`src/verilog/kmul_defines.svh`:
```
`ifndef KMUL_DEFINES_SVH
`define KMUL_DEFINES_SVH

// Operand width, datapath split assumes two 4-bit nibbles
`define KMUL_W          8

// Product table of two 5-bit factors
`define KMUL_ROM_AW     10                                  // Two 5-bit factors side by side
`define KMUL_ROM_DW     10                                  // 31 * 31 fits in 10 bits

// APB byte offsets
`define KMUL_ADDR_OPND  4'h0                                // x in 15:8, y in 7:0
`define KMUL_ADDR_CTRL  4'h4                                // Start and clear_done
`define KMUL_ADDR_STAT  4'h8                                // Overrun, done, busy
`define KMUL_ADDR_RES   4'hC                                // 16-bit product

// Clocks from the start write to done
`define KMUL_LATENCY    7

`endif

```
`src/verilog/kmul_pkg.sv`:
```
`include "kmul_defines.svh"

package kmul_pkg;

    // Datapath strobes, one field per load enable
    typedef struct packed {
        logic       ld_xy;                                  // Capture operands
        logic       ld_sum;                                 // Register nibble sums D and E
        logic [1:0] rom_sel;                                // 0 idle, 1 low, 2 high, 3 sums
        logic       ld_a;                                   // Low nibble product
        logic       ld_b;                                   // High nibble product
        logic       ld_p;                                   // Product of the sums
        logic       ld_mid;                                 // P - A - B
        logic       ld_res;                                 // Final combine
    } kmul_ctrl_t;

    // Status flags, busy lands in bit 0 of STAT
    typedef struct packed {
        logic overrun;                                      // Start seen while busy
        logic done;                                         // Result valid
        logic busy;                                         // Sequence running
    } kmul_stat_t;

    // Operand view of an APB write word
    typedef struct packed {
        logic [31-2*`KMUL_W:0] rsvd;                        // Ignored
        logic [`KMUL_W-1:0]    x;
        logic [`KMUL_W-1:0]    y;
    } kmul_opnd_view_t;

    // Control view of an APB write word
    typedef struct packed {
        logic [29:0] rsvd;                                  // Ignored
        logic        clear_done;
        logic        start;
    } kmul_ctrl_view_t;

    // PADDR picks which view is meaningful
    typedef union packed {
        kmul_opnd_view_t opnd;
        kmul_ctrl_view_t ctrl;
    } kmul_wdata_u;

endpackage

```
`src/verilog/kmul_apb_regs.sv`:
```
`include "kmul_defines.svh"

module kmul_apb_regs import kmul_pkg::*; (
    input  logic                 CLK,
    input  logic                 RESET,
    input  logic                 PSEL,
    input  logic                 PENABLE,
    input  logic                 PWRITE,
    input  logic [3:0]           PADDR,
    input  logic [31:0]          PWDATA,
    output logic [31:0]          PRDATA,
    output logic                 PREADY,
    output logic                 PSLVERR,
    output logic [`KMUL_W-1:0]   x,
    output logic [`KMUL_W-1:0]   y,
    output logic                 start,                     // Access-phase pulse
    output logic                 clear_done,
    input  kmul_stat_t           stat,                      // Busy and done from the controller
    input  logic [2*`KMUL_W-1:0] result
);

    kmul_wdata_u wdata;                                     // PWDATA seen through both views
    kmul_stat_t  stat_rd;
    logic        access;                                    // Completing transfer
    logic        wr_opnd;
    logic        wr_ctrl;
    logic        mapped;
    logic        start_busy;                                // Rejected start
    logic        overrun_q;                                 // Sticky until clear_done
    logic [`KMUL_W-1:0] x_q;
    logic [`KMUL_W-1:0] y_q;

    assign wdata  = PWDATA;
    assign access = PSEL && PENABLE;                        // No wait states
    assign mapped = (PADDR == `KMUL_ADDR_OPND) || (PADDR == `KMUL_ADDR_CTRL)
                 || (PADDR == `KMUL_ADDR_STAT) || (PADDR == `KMUL_ADDR_RES);

    assign wr_opnd = access && PWRITE && (PADDR == `KMUL_ADDR_OPND);
    assign wr_ctrl = access && PWRITE && (PADDR == `KMUL_ADDR_CTRL);

    assign start_busy = wr_ctrl && wdata.ctrl.start && stat.busy;
    assign start      = wr_ctrl && wdata.ctrl.start && !stat.busy;
    assign clear_done = wr_ctrl && wdata.ctrl.clear_done;

    always_ff @(posedge CLK) begin
        if (RESET) begin
            x_q       <= '0;
            y_q       <= '0;
            overrun_q <= 1'b0;
        end else begin
            if (wr_opnd) begin
                x_q <= wdata.opnd.x;                        // Safe while busy
                y_q <= wdata.opnd.y;
            end
            if (start_busy) begin
                overrun_q <= 1'b1;
            end else if (clear_done) begin
                overrun_q <= 1'b0;                          // Cleared along with done
            end
        end
    end

    assign x = x_q;
    assign y = y_q;

    always_comb begin
        stat_rd         = stat;
        stat_rd.overrun = overrun_q;                        // Merge the local flag
        case (PADDR)
            `KMUL_ADDR_OPND: PRDATA = {16'h0000, x_q, y_q};
            `KMUL_ADDR_STAT: PRDATA = {29'h0, stat_rd};     // Bit 0 busy, 1 done, 2 overrun
            `KMUL_ADDR_RES:  PRDATA = {16'h0000, result};
            default:         PRDATA = '0;                   // CTRL reads as zero
        endcase
    end

    assign PREADY  = 1'b1;
    assign PSLVERR = access && (!mapped || start_busy);

endmodule

```
`config.mk`:
```
export PLATFORM = sky130hd
export DESIGN_NAME = kmul_apb_regs
export DESIGN_NICKNAME = d
export VERILOG_FILES = /design/src/verilog/kmul_pkg.sv /design/src/verilog/kmul_apb_regs.sv
export VERILOG_INCLUDE_DIRS = /design/src /design/src/verilog
export SDC_FILE = /design/constraint.sdc
export NUM_CORES = 1
export LEC_CHECK = 0
export ABC_AREA = 1
export BUFFER_PORTS_ARGS = -buffer_cell sky130_fd_sc_hd__buf_2
export CAP_MARGIN = 25
export CORE_UTILIZATION = 32
export DETAILED_ROUTE_END_ITERATION = 16
export GPL_ROUTABILITY_DRIVEN = 0
export PLACE_DENSITY_LB_ADDON = 0.3
export SYNTH_ARGS = -nofsm -noshare
export SYNTH_HDL_FRONTEND = slang
export SYNTH_SLANG_ARGS = --single-unit
```
`constraint.sdc`:
```
create_clock -name CLK -period 1 [get_ports CLK]
set_input_delay 0.05 -clock CLK [delete_from_list [all_inputs] [get_ports CLK]]
set_output_delay 0.05 -clock CLK [all_outputs]
set_load 0.01 [all_outputs]
```
==> results.cfg <==
[worst_setup_path]
path_class = flip-flop to output pin
cp_max_fo = 2
required_ns = 0.95
critPathTopFamily = flip-flops
arrival_ns = 0.92
r2r_end = x[4]$_SDFFE_PP0P_
timing.critical_path.buf_inv = 1
reg2reg_setup_slack_ns = 0.23
crit_chain = nand3_1 -> nand3_2 -> buf_6
cp-start-kind = flip-flop
slowest_delay_ns = 0.33
worstRegToRegCells = 3
slowest_stage = dfxtp_2
timing.rr.start = x[4]$_SDFFE_PP0P_
cp-end-kind = output pin

[clock_network]
clock_latency_ns = 0.29
cts_made_buffers = 3
clk_pin_slew_ns = 0.09
cts_tree = done
cts_root_buffer = clkbuf_4
clk_path_buf_depth = 2
cts.htree.levels = 1
clkSinkCount = 17

[yosys]
yosys.area.top_type_share = 0.315
synth_warnings = 0
ys_top_cells_by_count = nand2_1 (37), nor2_1 (35), nand3_1 (21), buf_4 (18), dfxtp_1 (17)
ys_seq_elements = 17
yosysSeqAreaShare = 0.315
yosys.cell_count.top_type = nand2_1
synth-edff-count = 0
syn-cell-area_sq_um = 1080
syn_avg_cell_area_sq_um = 6.43
synthArstFlopShare = 0
synth_area_leaders = dfxtp_1 (31%), nand2_1 (13%), buf_4 (13%)
ys_types = 19
yosysTopAreaCell = dfxtp_1
netlist_instances = 168
synthFlopType = dfxtp_1

[timing]
period_minus_slack_ns = 0.968
rsz0062_at_grt = true
whs_ns = 0.0264
fmax_mhz = 1030
tns_ns = 0
hold_violations = 0
finalSetupViolCount = 0
setup_slack_ns = 0.0316
maxSlewViolCount = 0
clock_skew_ns = 0
fin_crit_sh = 0.968

[routing]
vias = 1386
first_iter_violations = 13
postRouteAntennaNets = 0
wire_per_inst_microns = 11.0
first_pass_iters = 4
drc_errors = 0
viasPerCell = 4.37
totalWireLength_microns = 3470

[power]
clock_power_share = 0.268
power.internal_mw = 0.990
switchingPower_mw = 0.385
worst_ir_drop_vdd_uv = 721
power_mw = 1.37
p_seq_frac = 0.498
p_leak_nw = 1.08
swShare = 0.280
cellPowerDensity_nw_per_um2 = 756
p_comb_frac = 0.234

[layout]
nNetsFinal = 334
antenna_cells = 0
area_growth_pct = 68.3
drive_gt1_frac = 0.495
n_fill_cell = 322

[min_path]
holdPathEnd = y[0]$_SDFFE_PP0P_
hold_path_class = input pin to flip-flop
hold_start = PWDATA[0]
holdPathStages = 3

[die]
ios = 112
start_util = 0.346
dieArea_sq_um = 3610
fp-row-count = 20
die-width_microns = 60.1
dieHeight_microns = 60.1
core_sq_um = 3130

[placed_design]
dp_hpwl_microns = 2340
dp_slack_ns = -0.0419
portBuffers = 77

[global_routing]
grt_pass1_wl_microns = 5110
grt_max_degree = 17
grt_util_all_layers = 0.188
grt_pass1_vias = 1205
antenna_found_initial = 0
overflow = 0

[status]
status = completed

[job]
drv_cap = 0
## logic make-up after synthesis
group	synth area share
DFF	0.315
and+or+nand+nor	0.409
AOI/OAI and AO/OA	0.0833
other	0.00695
buffers and inverters	0.186
## per-stage QoR
step / cell area [sq um] / util / cells
finish: 1820 / 0.582 / 317
global route: 1820 / 0.582 / 317
CTS: 1670 / 0.535 / 308
detailed placement: 1480 / 0.474 / 289
global placement: 1480 / 0.474 / 289
floorplan: 1140 / - / 183
## state kept, by name, summed over array words and instances (netlist names)
signal     count
overrun_q      1
y              8
x              8
## area by class of cell
cell class	count	area (sq um)	share of cell area
clock buffer	4	26.3	0.0144
inverter	8	32.5	0.0179
multi-input combinational	135	654	0.360
sequential	17	362	0.199
tap	44	55.1	0.0303
timing repair buffer	109	689	0.379
## layout by cell type (no fill, tap or decap), types with 2 or more instances in the layout
cell | Yosys | layout
dlygate4sd3_1 | 0 | 15
o21ai_1 | 10 | 10
conb_1 | 2 | 17
o21ai_0 | 6 | 6
clkbuf_4 | 0 | 3
dfxtp_2 | 0 | 17
buf_4 | 18 | 14
nand3_1 | 21 | 18
nor2_2 | 1 | 2
nor2_1 | 35 | 32
inv_1 | 7 | 5
inv_2 | 0 | 2
nand3_2 | 0 | 3
buf_6 | 2 | 3
nor2_4 | 2 | 4
buf_2 | 0 | 76
nand2_2 | 1 | 5
nand2_1 | 37 | 32
## repair_timing
item / in CTS / in global routing
hold endpoints to repair: 15 / 0
hold buffers: 15 / 0
buffers inserted: 0 / 8
pin swaps: 0 / 7
gates resized for setup: 6 / 34
cloned: 0 / 1
endpoints found under the setup margin: 8 / 17
## how the worst max path moves through the flow
| stage | endpoint | cells after the start | from | slack (ns) |
|---|---|---|---|---|
| after detailed placement | PRDATA[0] | 8 | PADDR[0] | -0.04 |
| after global routing | PRDATA[15] | 3 | x[7]$_SDFFE_PP0P_ | -0.02 |
| final | PRDATA[0] | 3 | y[0]$_SDFFE_PP0P_ | 0.03 |
| after global placement | PRDATA[2] | 8 | PADDR[0] | -0.01 |
| after CTS | PRDATA[8] | 3 | x[0]$_SDFFE_PP0P_ | 0.0005 |
| after floorplan | x[6]$_SDFFE_PP0P_ | 8 | PSEL | 0.05 |
## power by group through the flow
| stage | Sequential (mW) | Combinational, mW | Clock (mW) |
|---|---|---|---|
| finish | 0.685 | 0.322 | 0.368 |
| global route | 0.685 | 0.354 | 0.410 |
| CTS | 0.685 | 0.293 | 0.379 |
| detailed placement | 0.700 | 0.245 | 0 |
| global placement | 0.700 | 0.242 | 0 |
| floorplan | 0.702 | 0.155 | 0 |
## worst min-delay path: stages
cell and delay [ns]:
buf_2 0.10, nor2_1 0.04, nor2_1 0.08
## metal layers
layer  vias to the layer above  routed length (microns)  GRT usage  share of wire
met5                         -                        0          0              0
met4                         0                       53     0.0698          0.015
met3                         7                      205     0.0411          0.059
met2                        58                     1730      0.339           0.50
met1                       611                     1490      0.211           0.43
li1                        710                        -          -              -
No activity file was read; power rests on OpenSTA's default activity.
