<file path="src/verilog/kmul_defines.svh">
`ifndef KMUL_DEFINES_SVH
`define KMUL_DEFINES_SVH

// Operand width, datapath split assumes two 4-bit nibbles
`define KMUL_W          8

// Product table of two 5-bit factors
`define KMUL_ROM_AW     10                                  // Two 5-bit factors side by side
`define KMUL_ROM_DW     10                                  // 31 * 31 fits in 10 bits

// APB byte offsets
`define KMUL_ADDR_OPND  4'h0                                // x in 15:8, y in 7:0
`define KMUL_ADDR_CTRL  4'h4                                // Start and clear_done
`define KMUL_ADDR_STAT  4'h8                                // Overrun, done, busy
`define KMUL_ADDR_RES   4'hC                                // 16-bit product

// Clocks from the start write to done
`define KMUL_LATENCY    7

`endif

</file>
<file path="src/verilog/kmul_pkg.sv">
`include "kmul_defines.svh"

package kmul_pkg;

    // Datapath strobes, one field per load enable
    typedef struct packed {
        logic       ld_xy;                                  // Capture operands
        logic       ld_sum;                                 // Register nibble sums D and E
        logic [1:0] rom_sel;                                // 0 idle, 1 low, 2 high, 3 sums
        logic       ld_a;                                   // Low nibble product
        logic       ld_b;                                   // High nibble product
        logic       ld_p;                                   // Product of the sums
        logic       ld_mid;                                 // P - A - B
        logic       ld_res;                                 // Final combine
    } kmul_ctrl_t;

    // Status flags, busy lands in bit 0 of STAT
    typedef struct packed {
        logic overrun;                                      // Start seen while busy
        logic done;                                         // Result valid
        logic busy;                                         // Sequence running
    } kmul_stat_t;

    // Operand view of an APB write word
    typedef struct packed {
        logic [31-2*`KMUL_W:0] rsvd;                        // Ignored
        logic [`KMUL_W-1:0]    x;
        logic [`KMUL_W-1:0]    y;
    } kmul_opnd_view_t;

    // Control view of an APB write word
    typedef struct packed {
        logic [29:0] rsvd;                                  // Ignored
        logic        clear_done;
        logic        start;
    } kmul_ctrl_view_t;

    // PADDR picks which view is meaningful
    typedef union packed {
        kmul_opnd_view_t opnd;
        kmul_ctrl_view_t ctrl;
    } kmul_wdata_u;

endpackage

</file>
<file path="src/verilog/kmul_ctrl.sv">
`include "kmul_defines.svh"

module kmul_ctrl import kmul_pkg::*; (
    input  logic       CLK,
    input  logic       RESET,
    input  logic       start,                               // One-cycle pulse, cycle 0
    input  logic       clear_done,                          // One-cycle pulse from the APB slave
    output kmul_ctrl_t ctrl,
    output kmul_stat_t stat
);

    logic [`KMUL_LATENCY-1:0] step_q;                       // One-hot, bit n is cycle n+1
    logic                     done_q;

    // Start enters bit 0 and walks up one bit per clock
    always_ff @(posedge CLK) begin
        if (RESET) begin
            step_q <= '0;
        end else begin
            step_q <= {step_q[`KMUL_LATENCY-2:0], start};
        end
    end

    // Done set on the combine step, dropped by clear or a fresh start
    always_ff @(posedge CLK) begin
        if (RESET) begin
            done_q <= 1'b0;
        end else if (step_q[6]) begin
            done_q <= 1'b1;                                 // Same edge as the result load
        end else if (start || clear_done) begin
            done_q <= 1'b0;
        end
    end

    // Strobe decode
    always_comb begin
        ctrl        = '0;
        ctrl.ld_xy  = step_q[0];                            // Cycle 1
        ctrl.ld_sum = step_q[1];                            // Cycle 2
        ctrl.ld_a   = step_q[2];                            // Cycle 3
        ctrl.ld_b   = step_q[3];                            // Cycle 4
        ctrl.ld_p   = step_q[4];                            // Cycle 5
        ctrl.ld_mid = step_q[5];                            // Cycle 6
        ctrl.ld_res = step_q[6];                            // Cycle 7
        // ROM address leads each capture by one cycle
        if (step_q[1]) begin
            ctrl.rom_sel = 2'd1;                            // Low nibbles
        end else if (step_q[2]) begin
            ctrl.rom_sel = 2'd2;                            // High nibbles
        end else if (step_q[3]) begin
            ctrl.rom_sel = 2'd3;                            // Nibble sums
        end
    end

    // Overrun lives in the APB slave
    assign stat.busy    = |step_q;
    assign stat.done    = done_q;
    assign stat.overrun = 1'b0;

endmodule

</file>
<file path="config.mk">
export PLATFORM = sky130hd
export DESIGN_NAME = kmul_ctrl
export DESIGN_NICKNAME = d
export VERILOG_FILES = /design/src/verilog/kmul_pkg.sv /design/src/verilog/kmul_ctrl.sv
export VERILOG_INCLUDE_DIRS = /design/src /design/src/verilog
export SDC_FILE = /design/constraint.sdc
export NUM_CORES = 1
export LEC_CHECK = 0
export ABC_CLOCK_PERIOD_IN_PS = 1070
export BUFFER_PORTS_ARGS = -buffer_cell sky130_fd_sc_hd__buf_2
export CORE_AREA = 5 5 42 44
export CTS_BUF_LIST = sky130_fd_sc_hd__clkbuf_8
export CTS_CLUSTER_SIZE = 10
export DETAILED_ROUTE_END_ITERATION = 10
export DIE_AREA = 0 0 47 49
export GPL_TIMING_DRIVEN = 0
export SYNTH_ARGS = -nofsm -noshare
export SYNTH_HDL_FRONTEND = slang
export SYNTH_SLANG_ARGS = --single-unit
</file>
<file path="constraint.sdc">
create_clock -name CLK -period 1.07 [get_ports CLK]
set_input_delay 0 -clock CLK [delete_from_list [all_inputs] [get_ports CLK]]
set_output_delay 0 -clock CLK [all_outputs]
set_load 0.05 [all_outputs]
</file>
==> impl_metrics.env <==
export IMPL_clock_sinks=8
export IMPL_path_max_fanout=5
export IMPL_synth_seq_area_share=0.584
export IMPL_max_clock_freq_ghz=0.978
export IMPL_fp_dieArea_um2=2300
export IMPL_rsz0062_at_grt="false"
export IMPL_r2r_setup_slack_ps=200
export IMPL_post_synth_instance_area_um2=274
export IMPL_coreArea_um2=1400
export IMPL_post_cts_buffers=0
export IMPL_seq_power_share=0.401
export IMPL_end_kind="output pin"
export IMPL_status="complete, no violations"
export IMPL_total_switching_power_uw=199
export IMPL_max_clock_path_buffers=2
export IMPL_root_buffer_cell="sky130_fd_sc_hd__clkbuf_8"
export IMPL_tritoncts="built"
export IMPL_port_buffers=14
export IMPL_final_period_utilization=0.956
export IMPL_die_height_um=49
export IMPL_hold_viol_final=0
export IMPL_final_area_um2=445
export IMPL_fin_total_pwr_uw=781
export IMPL_max_cap_viol_count=0
export IMPL_first_pass_iters=2
export IMPL_cts_htree_levels=1
export IMPL_antenna_found_initial=0
export IMPL_holdPathStages=2
export IMPL_cts_buffers=3
export IMPL_critPathKind="reg -> out"
export IMPL_drt_first_iter_violations=1
export IMPL_remaining_drc_errors=0
export IMPL_dr_total_vias=237
export IMPL_clkLatencyLatePin_ps=230
export IMPL_detail_route_vias_per_cell=3.82
export IMPL_worstReg2RegStart="done_q$_SDFFE_PP0P_"
export IMPL_cell_internal_pwr_uw=582
export IMPL_drive_gt1_frac=0.587
export IMPL_initial_utilization=0.196
export IMPL_cp_slowest_cell="sky130_fd_sc_hd__dfxtp_2"
export IMPL_finish_cell_count_without_fillers=62
export IMPL_yosysTopAreaCell="sky130_fd_sc_hd__dfxtp_1"
export IMPL_power_frac_comb=0.134
export IMPL_cp_required_ps=1070
export IMPL_post_synth_cell_area_avg_um2=9.79
export IMPL_switching_share=0.255
export IMPL_globalRouteTotalUtil=0.0727
export IMPL_commonest_non_fill_non_tap_cells_in_the_layout="13 x sky130_fd_sc_hd__buf_2, 6 x sky130_fd_sc_hd__nor2b_1, 5 x sky130_fd_sc_hd__dfxtp_1"
export IMPL_crit_arrival_ps=1020
export IMPL_setup_viol_count_final=0
export IMPL_post_drt_wl_per_cell_um=10.3
export IMPL_critical_path_reg2reg_endpoint="done_q$_SDFFE_PP0P_"
export IMPL_place_detailed_hpwl_um=470
export IMPL_grt_overflow_total=0
export IMPL_fill_cells=160
export IMPL_whs_ps=25.5
export IMPL_routabilityCongestion=0.618
export IMPL_holdCritStartpoint="RESET"
export IMPL_postRouteWirelength_um=640
export IMPL_mostFrequentLayoutCell="sky130_fd_sc_hd__buf_2"
export IMPL_floorplan_die_width_um=47
export IMPL_drv_slew=0
export IMPL_synth_cell_types=11
export IMPL_critical_path_max_stage_delay_ps=350
export IMPL_final_setup_skew_ps=0.526
export IMPL_first_global_vias=220
export IMPL_synth_top_cell_area_share=0.584
export IMPL_yosys_warnings=0
export IMPL_worstSetupStartpointType="register"
export IMPL_vdd_ir_drop_max_uv=511
export IMPL_n_antenna_cell=0
export IMPL_placed_cells=58
export IMPL_synth_ff_latch_count=8
export IMPL_postRouteAntennaNets=0
export IMPL_ioPinCount=16
export IMPL_num_rows=14
export IMPL_clock_power_share=0.465
export IMPL_timing_final_crit_period_ps=1020
export IMPL_power_density_normalized_to_cell_area_nw_per_um2=1750
export IMPL_min_delay_path_class="in -> reg"
export IMPL_grt_first_pass_wirelength_um=986
export IMPL_grt_start_max_net_pins=9
export IMPL_clk_pin_slew_worst_paths_ps=40
export IMPL_synth_net_count=32
export IMPL_synth_cells=28
export IMPL_worst_r2r_cell_count=2
export IMPL_setup_total_negative_slack_ps=0
export IMPL_leakagePower_nw=0.223
export IMPL_fin_nets=52
export IMPL_syn_to_final_growth_pct=62.6
export IMPL_netlist_top_cells_area="sky130_fd_sc_hd__dfxtp_1 58%, sky130_fd_sc_hd__nor2b_1 14%, sky130_fd_sc_hd__buf_4 5.5%"
export IMPL_dpl_cell_area_um2=380
export IMPL_cp_cell_sequence="nor3_2 > nand3_2 > buf_6"
export IMPL_min_delay_worst_endpoint="step_q[3]$_SDFF_PP0_"
## routing by layer
layer / part of all wire / vias to the layer above / global-route usage
met3: 0.13 / 4 / 0.0627
met2: 0.41 / 11 / 0.0679
li1: - / 120 / -
met4: 0.063 / 0 / 0.0968
met5: 0 / - / 0
met1: 0.40 / 102 / 0.0774
## Yosys cell counts
cell                      number
sky130_fd_sc_hd__a21o_1        1
sky130_fd_sc_hd__a21oi_2       1
sky130_fd_sc_hd__buf_4         2
sky130_fd_sc_hd__conb_1        1
sky130_fd_sc_hd__dfxtp_1       8
sky130_fd_sc_hd__inv_1         2
sky130_fd_sc_hd__nand3_1       1
sky130_fd_sc_hd__nor2_1        4
sky130_fd_sc_hd__nor2b_1       6
sky130_fd_sc_hd__nor3_1        1
sky130_fd_sc_hd__or3b_1        1
## power groups by stage
stage                     sequential (mW)  clock, mW  combinational (mW)
after global placement              0.317          0              0.0957
after global routing                0.313      0.400               0.110
final                               0.313      0.363               0.105
after CTS                           0.313      0.385               0.103
after detailed placement            0.317          0              0.0966
after floorplan                     0.337          0              0.0518
## through the flow
step | setup slack (ps) | utilization
after floorplan | 46.6 | -
after global placement | 202 | 0.271
after detailed placement | 200 | 0.271
after CTS | 13.0 | 0.315
after global routing | 7.43 | 0.318
final | 47.1 | 0.318
## flip-flops by register name, indices dropped and copies added, names as in the netlist
name	cells
step_q	7
done_q	1
## cell families (layout without fill, tap and decap cells)
group | after synthesis | in the layout | share of synthesized area
AND/OR/NAND/NOR | 13 | 13 | 0.260
buffers and inverters | 4 | 22 | 0.0822
other | 1 | 1 | 0.0137
flip-flops | 8 | 8 | 0.584
AO/OA/AOI/OAI | 2 | 2 | 0.0594
## what timing repair did
action	CTS	global route
setup endpoints to repair	1	1
hold endpoints to repair	1	0
hold buffers	1	0
resized for setup	3	1
## critical path: cells and delay by family, from the launching register on
family / cells / cell delay (ps)
buffers and inverters: 1 / 160
AND/OR/NAND/NOR: 2 / 280
flip-flops: 1 / 350
## worst max-delay path by stage
stage / from / to / cells after the start
2_1_floorplan: step_q[0]$_SDFF_PP0_ / stat[0] / 2
3_3_place_gp: done_q$_SDFFE_PP0P_ / done_q$_SDFFE_PP0P_ / 2
3_5_place_dp: step_q[1]$_SDFF_PP0_ / stat[0] / 3
4_1_cts: step_q[1]$_SDFF_PP0_ / stat[0] / 3
5_1_grt: step_q[1]$_SDFF_PP0_ / stat[0] / 3
6_report: step_q[1]$_SDFF_PP0_ / stat[0] / 3
## final cells by class
class	instances	area, µm²	share of cell area
flip-flops and latches	8	164	0.368
multi-input cells	16	111	0.250
repair buffers	15	86.3	0.194
clock buffers	3	41.3	0.0927
well taps	16	20.0	0.0449
plain buffers	2	15.0	0.0337
inverters	2	7.51	0.0169
(Power assumes the default switching activity.)
